### src/logic/fetch_pkg.sv
`default_nettype none

// ***************************************************************************
// shared widths and constants for the fetch stage
// ***************************************************************************

package fetch_pkg;

	// datapath widths
	localparam int XLEN = 64;
	localparam int ILEN = 32;

	typedef logic [XLEN-1:0] addr_t;
	typedef logic [ILEN-1:0] inst_t;

	// first fetch after reset
	localparam addr_t RESET_PC = 64'h0000_0000_8000_0000;

	// cache geometry
	// one line holds two instructions
	localparam int LINE_BYTES  = 8;
	localparam int LINE_BITS   = 64;
	localparam int CACHE_LINES = 16;
	localparam int INDEX_BITS  = 4;
	// 3 offset bits below the index
	localparam int TAG_BITS    = XLEN - INDEX_BITS - 3;

	typedef logic [LINE_BITS-1:0] line_t;

	// rv64i major opcodes seen by the predecoder
	localparam logic [6:0] OPC_JAL    = 7'b110_1111;
	localparam logic [6:0] OPC_BRANCH = 7'b110_0011;

endpackage

`default_nettype wire

### src/logic/fetch_ctrl.sv
`timescale 1ns/10ps
`default_nettype none

// ***************************************************************************
// pc register and next pc selection
// ***************************************************************************

module fetch_ctrl
	import fetch_pkg::*;
(
	input  logic  clk,
	input  logic  rst,
	// decode side
	input  logic  ready,
	// execute side redirect
	input  logic  redirect,
	input  addr_t redirect_pc,
	// lookup result from the cache
	input  logic  hit,
	// static prediction for the word at pc
	input  logic  pred_taken,
	input  addr_t pred_target,
	output addr_t pc,
	output logic  inst_valid,
	output logic  cancel
);

	addr_t pc_next;
	addr_t pc_seq;
	logic  xfer;

	// a hit is offered to decode unless execute is steering away
	assign inst_valid = hit & ~redirect;

	// tell the cache to ignore a miss on the stale pc
	assign cancel = redirect;

	// instruction handed to decode this cycle
	assign xfer = inst_valid & ready;

	// fall through address
	assign pc_seq = pc + addr_t'(ILEN / 8);

	// next pc priority
	// redirect beats everything, then hold, then prediction
	always_comb begin
		if (redirect) begin
			pc_next = redirect_pc;
		end else if (!xfer) begin
			// miss in progress or decode not ready
			pc_next = pc;
		end else if (pred_taken) begin
			pc_next = pred_target;
		end else begin
			pc_next = pc_seq;
		end
	end

	always_ff @(posedge clk) begin
		if (rst) begin
			pc <= RESET_PC;
		end else begin
			pc <= pc_next;
		end
	end

	// ***********************************************************************
	// checks
	// ***********************************************************************

	// no compressed support so every target must stay word aligned,
	// predecoder immediates included
	pc_aligned: assert property (
		@(posedge clk) disable iff (rst)
		pc[1:0] == 2'b00
	);

	// offered word must not slip away while decode stalls
	pc_hold_on_stall: assert property (
		@(posedge clk) disable iff (rst)
		inst_valid && !ready |=> $stable(pc)
	);

endmodule

`default_nettype wire

### src/logic/branch_predecode.sv
`timescale 1ns/10ps
`default_nettype none

// ***************************************************************************
// static branch predecode on the fetched word
// ***************************************************************************

module branch_predecode
	import fetch_pkg::*;
(
	input  inst_t inst,
	input  addr_t pc,
	output logic  pred_taken,
	output addr_t pred_target
);

	logic [6:0] opcode;
	logic [2:0] funct3;
	logic       is_jal;
	logic       is_branch;
	addr_t      imm_j;
	addr_t      imm_b;

	assign opcode = inst[6:0];
	assign funct3 = inst[14:12];

	// jal has no funct3
	assign is_jal = (opcode == OPC_JAL);

	// beq bne blt bge bltu bgeu
	// funct3 010 and 011 are reserved under the branch opcode
	always_comb begin
		case (funct3)
			3'b010, 3'b011: is_branch = 1'b0;
			default:        is_branch = (opcode == OPC_BRANCH);
		endcase
	end

	// j-type immediate, 21 bits sign extended
	assign imm_j = {{(XLEN-21){inst[31]}}, inst[31], inst[19:12], inst[20],
		inst[30:21], 1'b0};

	// b-type immediate, 13 bits sign extended
	assign imm_b = {{(XLEN-13){inst[31]}}, inst[31], inst[7], inst[30:25],
		inst[11:8], 1'b0};

	// jal always taken
	// branch taken only when going backward (sign bit of offset)
	assign pred_taken = is_jal | (is_branch & inst[31]);

	// target relative to the word's own pc
	// only meaningful when pred_taken is high
	assign pred_target = pc + (is_jal ? imm_j : imm_b);

endmodule

`default_nettype wire

### src/logic/icache.sv
`timescale 1ns/10ps
`default_nettype none

// ***************************************************************************
// direct mapped instruction cache with single line refill
// ***************************************************************************

module icache
	import fetch_pkg::*;
(
	input  logic  clk,
	input  logic  rst,
	// lookup
	input  addr_t pc,
	input  logic  cancel,
	output logic  hit,
	output inst_t inst,
	// memory port
	output logic  mem_req,
	output addr_t mem_addr,
	input  logic  mem_rvalid,
	input  line_t mem_rdata
);

	typedef enum logic {
		S_IDLE,
		S_WAIT
	} state_t;

	state_t state;

	// storage
	logic [TAG_BITS-1:0] tag_q [CACHE_LINES];
	line_t               data_q [CACHE_LINES];
	logic [CACHE_LINES-1:0] valid_q;

	// lookup fields of pc
	logic [INDEX_BITS-1:0] idx;
	logic [TAG_BITS-1:0]   tag;
	line_t                 rd_line;
	logic                  tag_match;

	// refill fields from the latched request
	logic [INDEX_BITS-1:0] fill_idx;
	logic [TAG_BITS-1:0]   fill_tag;

	logic miss;

	// ***********************************************************************
	// lookup
	// ***********************************************************************

	// 3 offset bits, index, then tag
	assign idx = pc[3 +: INDEX_BITS];
	assign tag = pc[XLEN-1 -: TAG_BITS];

	assign rd_line   = data_q[idx];
	assign tag_match = valid_q[idx] && (tag_q[idx] == tag);

	// no hits reported while a line is in flight
	assign hit = (state == S_IDLE) && tag_match;

	// pc bit 2 picks upper or lower word
	assign inst = pc[2] ? rd_line[LINE_BITS-1 -: ILEN] : rd_line[ILEN-1:0];

	// stale pc during a redirect does not start a refill
	assign miss = (state == S_IDLE) && !tag_match && !cancel;

	// ***********************************************************************
	// refill
	// ***********************************************************************

	assign mem_req = (state == S_WAIT);

	assign fill_idx = mem_addr[3 +: INDEX_BITS];
	assign fill_tag = mem_addr[XLEN-1 -: TAG_BITS];

	always_ff @(posedge clk) begin
		if (rst) begin
			state <= S_IDLE;
		end else begin
			case (state)
				S_IDLE: begin
					if (miss) begin
						state <= S_WAIT;
					end
				end
				S_WAIT: begin
					// line lands and the lookup retries next cycle
					if (mem_rvalid) begin
						state <= S_IDLE;
					end
				end
				default: state <= S_IDLE;
			endcase
		end
	end

	// request address latched on the miss and aligned to the line
	always_ff @(posedge clk) begin
		if (miss) begin
			mem_addr <= pc & ~addr_t'(LINE_BYTES - 1);
		end
	end

	// a line turns valid when its refill lands
	always_ff @(posedge clk) begin
		if (rst) begin
			valid_q <= '0;
		end else if (mem_rvalid) begin
			valid_q[fill_idx] <= 1'b1;
		end
	end

	always_ff @(posedge clk) begin
		if (mem_rvalid) begin
			tag_q[fill_idx]  <= fill_tag;
			data_q[fill_idx] <= mem_rdata;
		end
	end

	// ***********************************************************************
	// checks
	// ***********************************************************************

	// request address holds until the line comes back
	mem_addr_stable: assert property (
		@(posedge clk) disable iff (rst)
		mem_req && !mem_rvalid |=> $stable(mem_addr)
	);

	// memory answers only an open request
	rvalid_with_req: assert property (
		@(posedge clk) disable iff (rst)
		mem_rvalid |-> mem_req
	);

	// fetch must never see a hit while the refill is outstanding
	no_hit_in_refill: assert property (
		@(posedge clk) disable iff (rst)
		mem_req |-> !hit
	);

endmodule

`default_nettype wire

### src/logic/fetch_top.sv
`timescale 1ns/10ps
`default_nettype none

// ***************************************************************************
// fetch stage top level
// ***************************************************************************

module fetch_top
	import fetch_pkg::*;
(
	input  logic  clk,
	input  logic  rst,
	// decode side
	input  logic  ready,
	input  logic  redirect,
	input  addr_t redirect_pc,
	output logic  inst_valid,
	output inst_t inst,
	output addr_t inst_pc,
	output logic  pred_taken,
	// memory side
	output logic  mem_req,
	output addr_t mem_addr,
	input  logic  mem_rvalid,
	input  line_t mem_rdata
);

	addr_t pc;
	addr_t pred_target;
	logic  hit;
	logic  cancel;

	// pc of the offered word
	assign inst_pc = pc;

	fetch_ctrl u_ctrl (
		.clk         (clk),
		.rst         (rst),
		.ready       (ready),
		.redirect    (redirect),
		.redirect_pc (redirect_pc),
		.hit         (hit),
		.pred_taken  (pred_taken),
		.pred_target (pred_target),
		.pc          (pc),
		.inst_valid  (inst_valid),
		.cancel      (cancel)
	);

	branch_predecode u_predecode (
		.inst        (inst),
		.pc          (pc),
		.pred_taken  (pred_taken),
		.pred_target (pred_target)
	);

	icache u_icache (
		.clk        (clk),
		.rst        (rst),
		.pc         (pc),
		.cancel     (cancel),
		.hit        (hit),
		.inst       (inst),
		.mem_req    (mem_req),
		.mem_addr   (mem_addr),
		.mem_rvalid (mem_rvalid),
		.mem_rdata  (mem_rdata)
	);

endmodule

`default_nettype wire

### config.mk
export PLATFORM = sky130hd
export DESIGN_NAME = fetch_top
export DESIGN_NICKNAME = d
export VERILOG_FILES = /design/src/logic/fetch_pkg.sv /design/src/logic/fetch_ctrl.sv /design/src/logic/branch_predecode.sv /design/src/logic/icache.sv /design/src/logic/fetch_top.sv
export SDC_FILE = /design/constraint.sdc
export NUM_CORES = 2
export LEC_CHECK = 0
export BUFFER_PORTS_ARGS = -buffer_cell sky130_fd_sc_hd__buf_2
export CORE_MARGIN = 3
export CORE_UTILIZATION = 45
export CTS_CLUSTER_DIAMETER = 200
export DETAILED_ROUTE_END_ITERATION = 8
export SYNTH_ARGS = -nofsm -noshare
export SYNTH_HDL_FRONTEND = slang
export SYNTH_SLANG_ARGS = --single-unit
export TNS_END_PERCENT = 30
### constraint.sdc
create_clock -name clk -period 22.6 [get_ports clk]
set_input_delay 1.13 -clock clk [delete_from_list [all_inputs] [get_ports clk]]
set_output_delay 1.13 -clock clk [all_outputs]
set_load 0.01 [all_outputs]
**Word-level counts from Yosys, hierarchy flattened**

Memory sizes are Yosys's and may differ from the RTL's. A register that Yosys moved wholly into a read port is not among the register bits.
Cells that the tools add are included.

- Bits in registers: 142
- Logic and storage cells: 51
- Memories: 2
- Bits of input ports: 133
- Memory bits (writable): 1,936
- Output and inout bits: 163

- Equality and inequality tests: 5
- Add/subtract/negate cells: 2
- Mux-type cells: 19
- Bitwise gates (word level): 7
- Reduce and logical (&&, ||, !) cells: 9
- $lt $le $gt $ge: 3

Memories:

| name | depth | width | rd ports | clocked after Yosys merged registers in | write ports | RTL line | RTL |
|---|---|---|---|---|---|---|---|
| u_icache.data_q | 16 | 64 | 1 | 1 | 1 | icache.sv:34 | `line_t data_q [CACHE_LINES];` |
| u_icache.tag_q | 16 | 57 | 1 | 1 | 1 | icache.sv:33 | `logic [TAG_BITS-1:0] tag_q [CACHE_LINES];` |

Operators by type and width:

| kind | number |
|---|---|
| two-way mux 64 bit | 3 |
| adder 64 x 3 -> 64 bit, second input constant | 1 |
| adder 64 bit | 1 |
| equality test 57 bit | 1 |
| two-way mux 32 bit | 1 |
| two-way mux 20 bit | 1 |
| two-way mux 4 bit | 4 |
| OR 16 bit | 1 |
| equality test 7 bit, second input constant | 2 |
| less-than comparator 4 x 5 -> 1 bit, second input constant | 2 |
| two-way mux 1 bit | 7 |
| equality test 3 x 2 -> 1 bit, second input constant | 2 |
| logical AND 1 bit | 5 |
| binary-select mux 1 bit (select 4 bit) | 1 |
| demux 1 bit (select 4 bit) | 1 |
| greater-or-equal comparator 4 x 1 -> 1 bit, second input constant | 1 |
| bitwise AND 1 bit | 3 |
| logical NOT 1 bit | 2 |
| inverter 1 bit | 2 |
| case mux 1 bit (2 select lines) | 1 |
| nonzero test 2 bit | 1 |
| OR reduction 2 bit | 1 |
| OR 1 bit | 1 |

**Depth between registers and ports, before layout**

- Word-level depth: 11
- Depth in mapped cells: 30
- Depth with buffers taken out: 21

**Cells and area by module**

From an unflattened synthesis, not the netlist that was laid out.

- Cell total of the unflattened synthesis: 4,589
- Area, all modules: 86,067.5 um^2

Modules (own cells, without submodules):

| module | area an instance (um^2) | cells an instance | instances |
|---|---|---|---|
| icache | 77,593.2 | 3,369 | 1 |
| fetch_ctrl | 4,580.6 | 647 | 1 |
| branch_predecode | 3,893.7 | 573 | 1 |

**Worst setup path after synthesis**

OpenSTA, ideal clock, no wires.

- Path type: input-to-reg
- From: in mem_rvalid
- To: mem u_icache.data_q[0][0] in the netlist's numbering, enable pin
- Cell stages on the path: 2
- Data required time: 21.849 ns
- Arrival: 9.838 ns
- Slack: 12.010 ns
- Cells stage by stage: or3b_2 nor3_1

- Longest elaborated chain between the ends: 2

Ends and longest elaborated chain:

| what | RTL line | RTL |
|---|---|---|
| start, declared | fetch_top.sv:24 | `input logic mem_rvalid,` |
| two-way mux 1 bit | icache.sv:116 | `if (mem_rvalid) begin` |
| two-way mux 1 bit (not written as such) | icache.sv:118 | `data_q[fill_idx] <= mem_rdata;` |
| end, declared | icache.sv:34 |  |

No other way between the ends.

==> qor.yml <==
worst_setup_path:
  crit_path_max_fanout: 110
  crit_arrival_ps: 9290
  critPathLaunchType: "flop"
  crit_type: "flop to flop"
  cp-end-kind: "flop"
  required_ps: 23310
pwr:
  power.net_switching_mw: 2.11
  clock_power_share: 0.398
  pwr-share-comb: 0.098
  swShare: 0.242
  vdd_ir_drop_max_v: 0.0000639
  p_leak_nw: 31.5
  cellPowerDensity_nw_per_um2: 89.4
  p_seq_frac: 0.503
  internal-power_mw: 6.60
synthesis:
  ys_seq_area_frac: 0.717
  synth.most_common_cell: "edfxtp_1"
  synth_area_per_cell_um2: 18.5
  synth_seq_cells: 2082
  netlist_top_cells_count: "edfxtp_1 (1997), mux4_2 (462), mux2i_1 (210), nand2_1 (184), a21oi_1 (176)"
  synth_top_cell_area_share: 0.697
  yosys.area.top_type: "edfxtp_1"
  synth_edf_count: 1997
  synth_area_leaders: "edfxtp_1 (70%), mux4_2 (12%), mux2i_1 (2.4%), dfxtp_1 (2.0%), a21oi_1 (1.0%)"
  synth-main-ff-cell: "edfxtp_1"
  postSynthCellCount: 4649
  ys_async_sr_fraction: 0
  synth_cell_types: 99
  yosys_warnings: 0
  syn_area_um2: 86100
die:
  num_rows: 159
  dieWidth_um: 443
  coreArea_um2: 189000
  design.die.area_um2: 197000
  ios: 296
  die_h_um: 443
  start_util: 0.455
route:
  drc: 0
  dr_total_vias: 47700
  antenna_left: 0
  wl_per_cell_um: 32.9
  drt-total-wl_um: 254000
  viasPerCell: 6.19
  firstDrtPassIters: 6
  drt_iter0_drc: 5781
timing:
  clock_skew_ps: 73.5
  timing.final.ws_setup_ps: 14020
  grt_setup_unrepaired: "false"
  fin_crit_ps: 8580
  max_freq_mhz: 117
  fin_crit_sh: 0.380
  tightest_slew_ps: 1180
  drv_slew: 0
  slew_headroom: 0.211
  hold_viol: 0
  fin_tns_setup_ps: 0
  setup_violations: 0
cts:
  cts.clk_slew.worst_paths_ps: 60
  cts_tree: "yes"
  cts.repair.resized: 0
  cts-htree-levels: 4
  clock-sinks: 2082
  post_cts_buffers: 0
  cts_buffers: 210
  cts-root-buf: "clkbuf_16"
  hold_buffers: 0
  clk_latency_ps: 870
  clockBufferDepth: 3
global_route:
  antenna_found_initial: 30
  grt_pass1_vias: 47300
  grt_max_degree: 135
  grtUsageTotal: 0.256
  grt_pass1_wl_um: 359000
  grt-ovfl-total: 0
placed_design:
  gp_congestion: 0.954
  io_buffers: 292
  dpl_cell_area_um2: 90500
  place_ws_ps: 13970
  place_inst: 7304
  hpwl_um: 152000
layout:
  post-route-util: 0.516
  area_growth_pct: 13.3
  layout-drive-gt1-share: 0.252
  stdcell_area_um2: 97500
  final_cells: 7710
  final_nets: 5218
hold_path:
  hold_start: "u_icache.valid_q[11]"
  hold_class: "flop to flop"
run_status:
  status: "complete, no violations"
run:
  cap_violations: 0
[final cells by class]
| class | count | area, um^2 |
|---|---|---|
| Inverter | 58 | 223 |
| Multi-Input combinational cell | 2251 | 22900 |
| Antenna cell | 10 | 25.0 |
| Clock inverter | 143 | 1470 |
| Tap cell | 2495 | 3120 |
| Timing Repair Buffer | 418 | 2580 |
| Sequential cell | 2082 | 61700 |
| Fill cell | 15200 | 91500 |
| Clock buffer | 253 | 5440 |
[sequential cells by signal, summed over array words and instances, names as in the netlist, named ones only]
name               count
u_icache.data_q     1024
u_icache.tag_q       912
u_ctrl.pc             64
u_icache.mem_addr     61
u_icache.valid_q      16
u_icache.mem_req       1
[worst paths after layout]
check / to / slack, ps / cells after the start
setup reg to reg: u_ctrl.pc[59] / 14020 / 24
setup / recovery: u_ctrl.pc[59] / 14020 / 24
hold reg to reg: u_icache.valid_q[11] / 470 / 2
hold / removal: u_icache.valid_q[11] / 470 / 2
[kinds of logic (layout without fill, tap and decap cells)]
logic type               count (synthesis)  in the layout  synth area share
buffers and inverters                  318            872            0.0188
XOR/XNOR                               120            120            0.0122
flip-flops                            2082           2082             0.717
AO/OA/AOI/OAI                          673            673            0.0521
multiplexers                           743            743             0.155
adder cells (fa/ha/maj)                 64             64           0.00939
other                                    1             13         0.0000436
AND/OR/NAND/NOR                        648            648            0.0363
[power by group through the flow]
stage,sequential (mW),combinational [mW],clock (mW)
4_1_cts,4.38,0.858,3.54
5_1_grt,4.39,0.913,3.69
3_3_place_gp,4.46,0.856,0
6_report,4.38,0.857,3.47
2_1_floorplan,4.45,0.527,0
3_5_place_dp,4.46,0.855,0
[placed cells by master (no fill, tap or decap), types with 13 or more instances in the layout]
master / instances
a211oi_1: 35
a21o_1: 23
a21oi_1: 176
a221oi_1: 15
a22oi_1: 57
a31oi_1: 27
and3_1: 26
buf_12: 14
buf_2: 292
buf_4: 112
bufinv_16: 22
clkbuf_1: 42
clkbuf_16: 211
clkinv_1: 59
clkinv_2: 35
dfxtp_1: 80
edfxtp_1: 1997
ha_1: 63
inv_1: 52
mux2_2: 71
mux2i_1: 210
mux4_2: 462
nand2_1: 184
nand2b_1: 22
nand3_1: 68
nand4_1: 37
nor2_1: 158
nor2_4: 14
nor2b_1: 14
nor3_1: 40
o211ai_1: 22
o21ai_0: 132
o21bai_1: 20
o22ai_1: 21
o31ai_1: 13
xnor2_1: 73
xor2_1: 47
[layer usage]
layer | global-route usage | up-vias | wire (um)
li1 | - | 19900 | -
met1 | 0.355 | 25200 | 103000
met2 | 0.403 | 2185 | 120000
met4 | 0.0968 | 14 | 10200
met3 | 0.0509 | 439 | 20200
met5 | 0 | - | 93
[per-stage QoR]
step           power (mW)  hold slack [ps]
2_1_floorplan        4.98              435
3_5_place_dp         5.32              460
4_1_cts              8.78              473
6_report             8.71              468
3_3_place_gp         5.32              445
5_1_grt              8.99              493
[critical path: stages (launching register included)]
cell and delay, ps:
dfxtp_4 960, buf_4 860, buf_12 610, mux4_2 590, nand2_1 80, a21oi_1 80, a311oi_1 210, o31ai_1 120
or2_2 410, nor2_2 180, buf_4 260, mux2_2 370, ha_1 230, fa_1 470, a211oi_1 390, o21bai_1 130
a21oi_1 270, o41ai_1 170, a211o_1 380, a21oi_1 410, o31a_1 300, o21ai_0 130, xor2_1 180, a221oi_1 270
a21oi_1 100
Power figures use the tool's default switching activity.
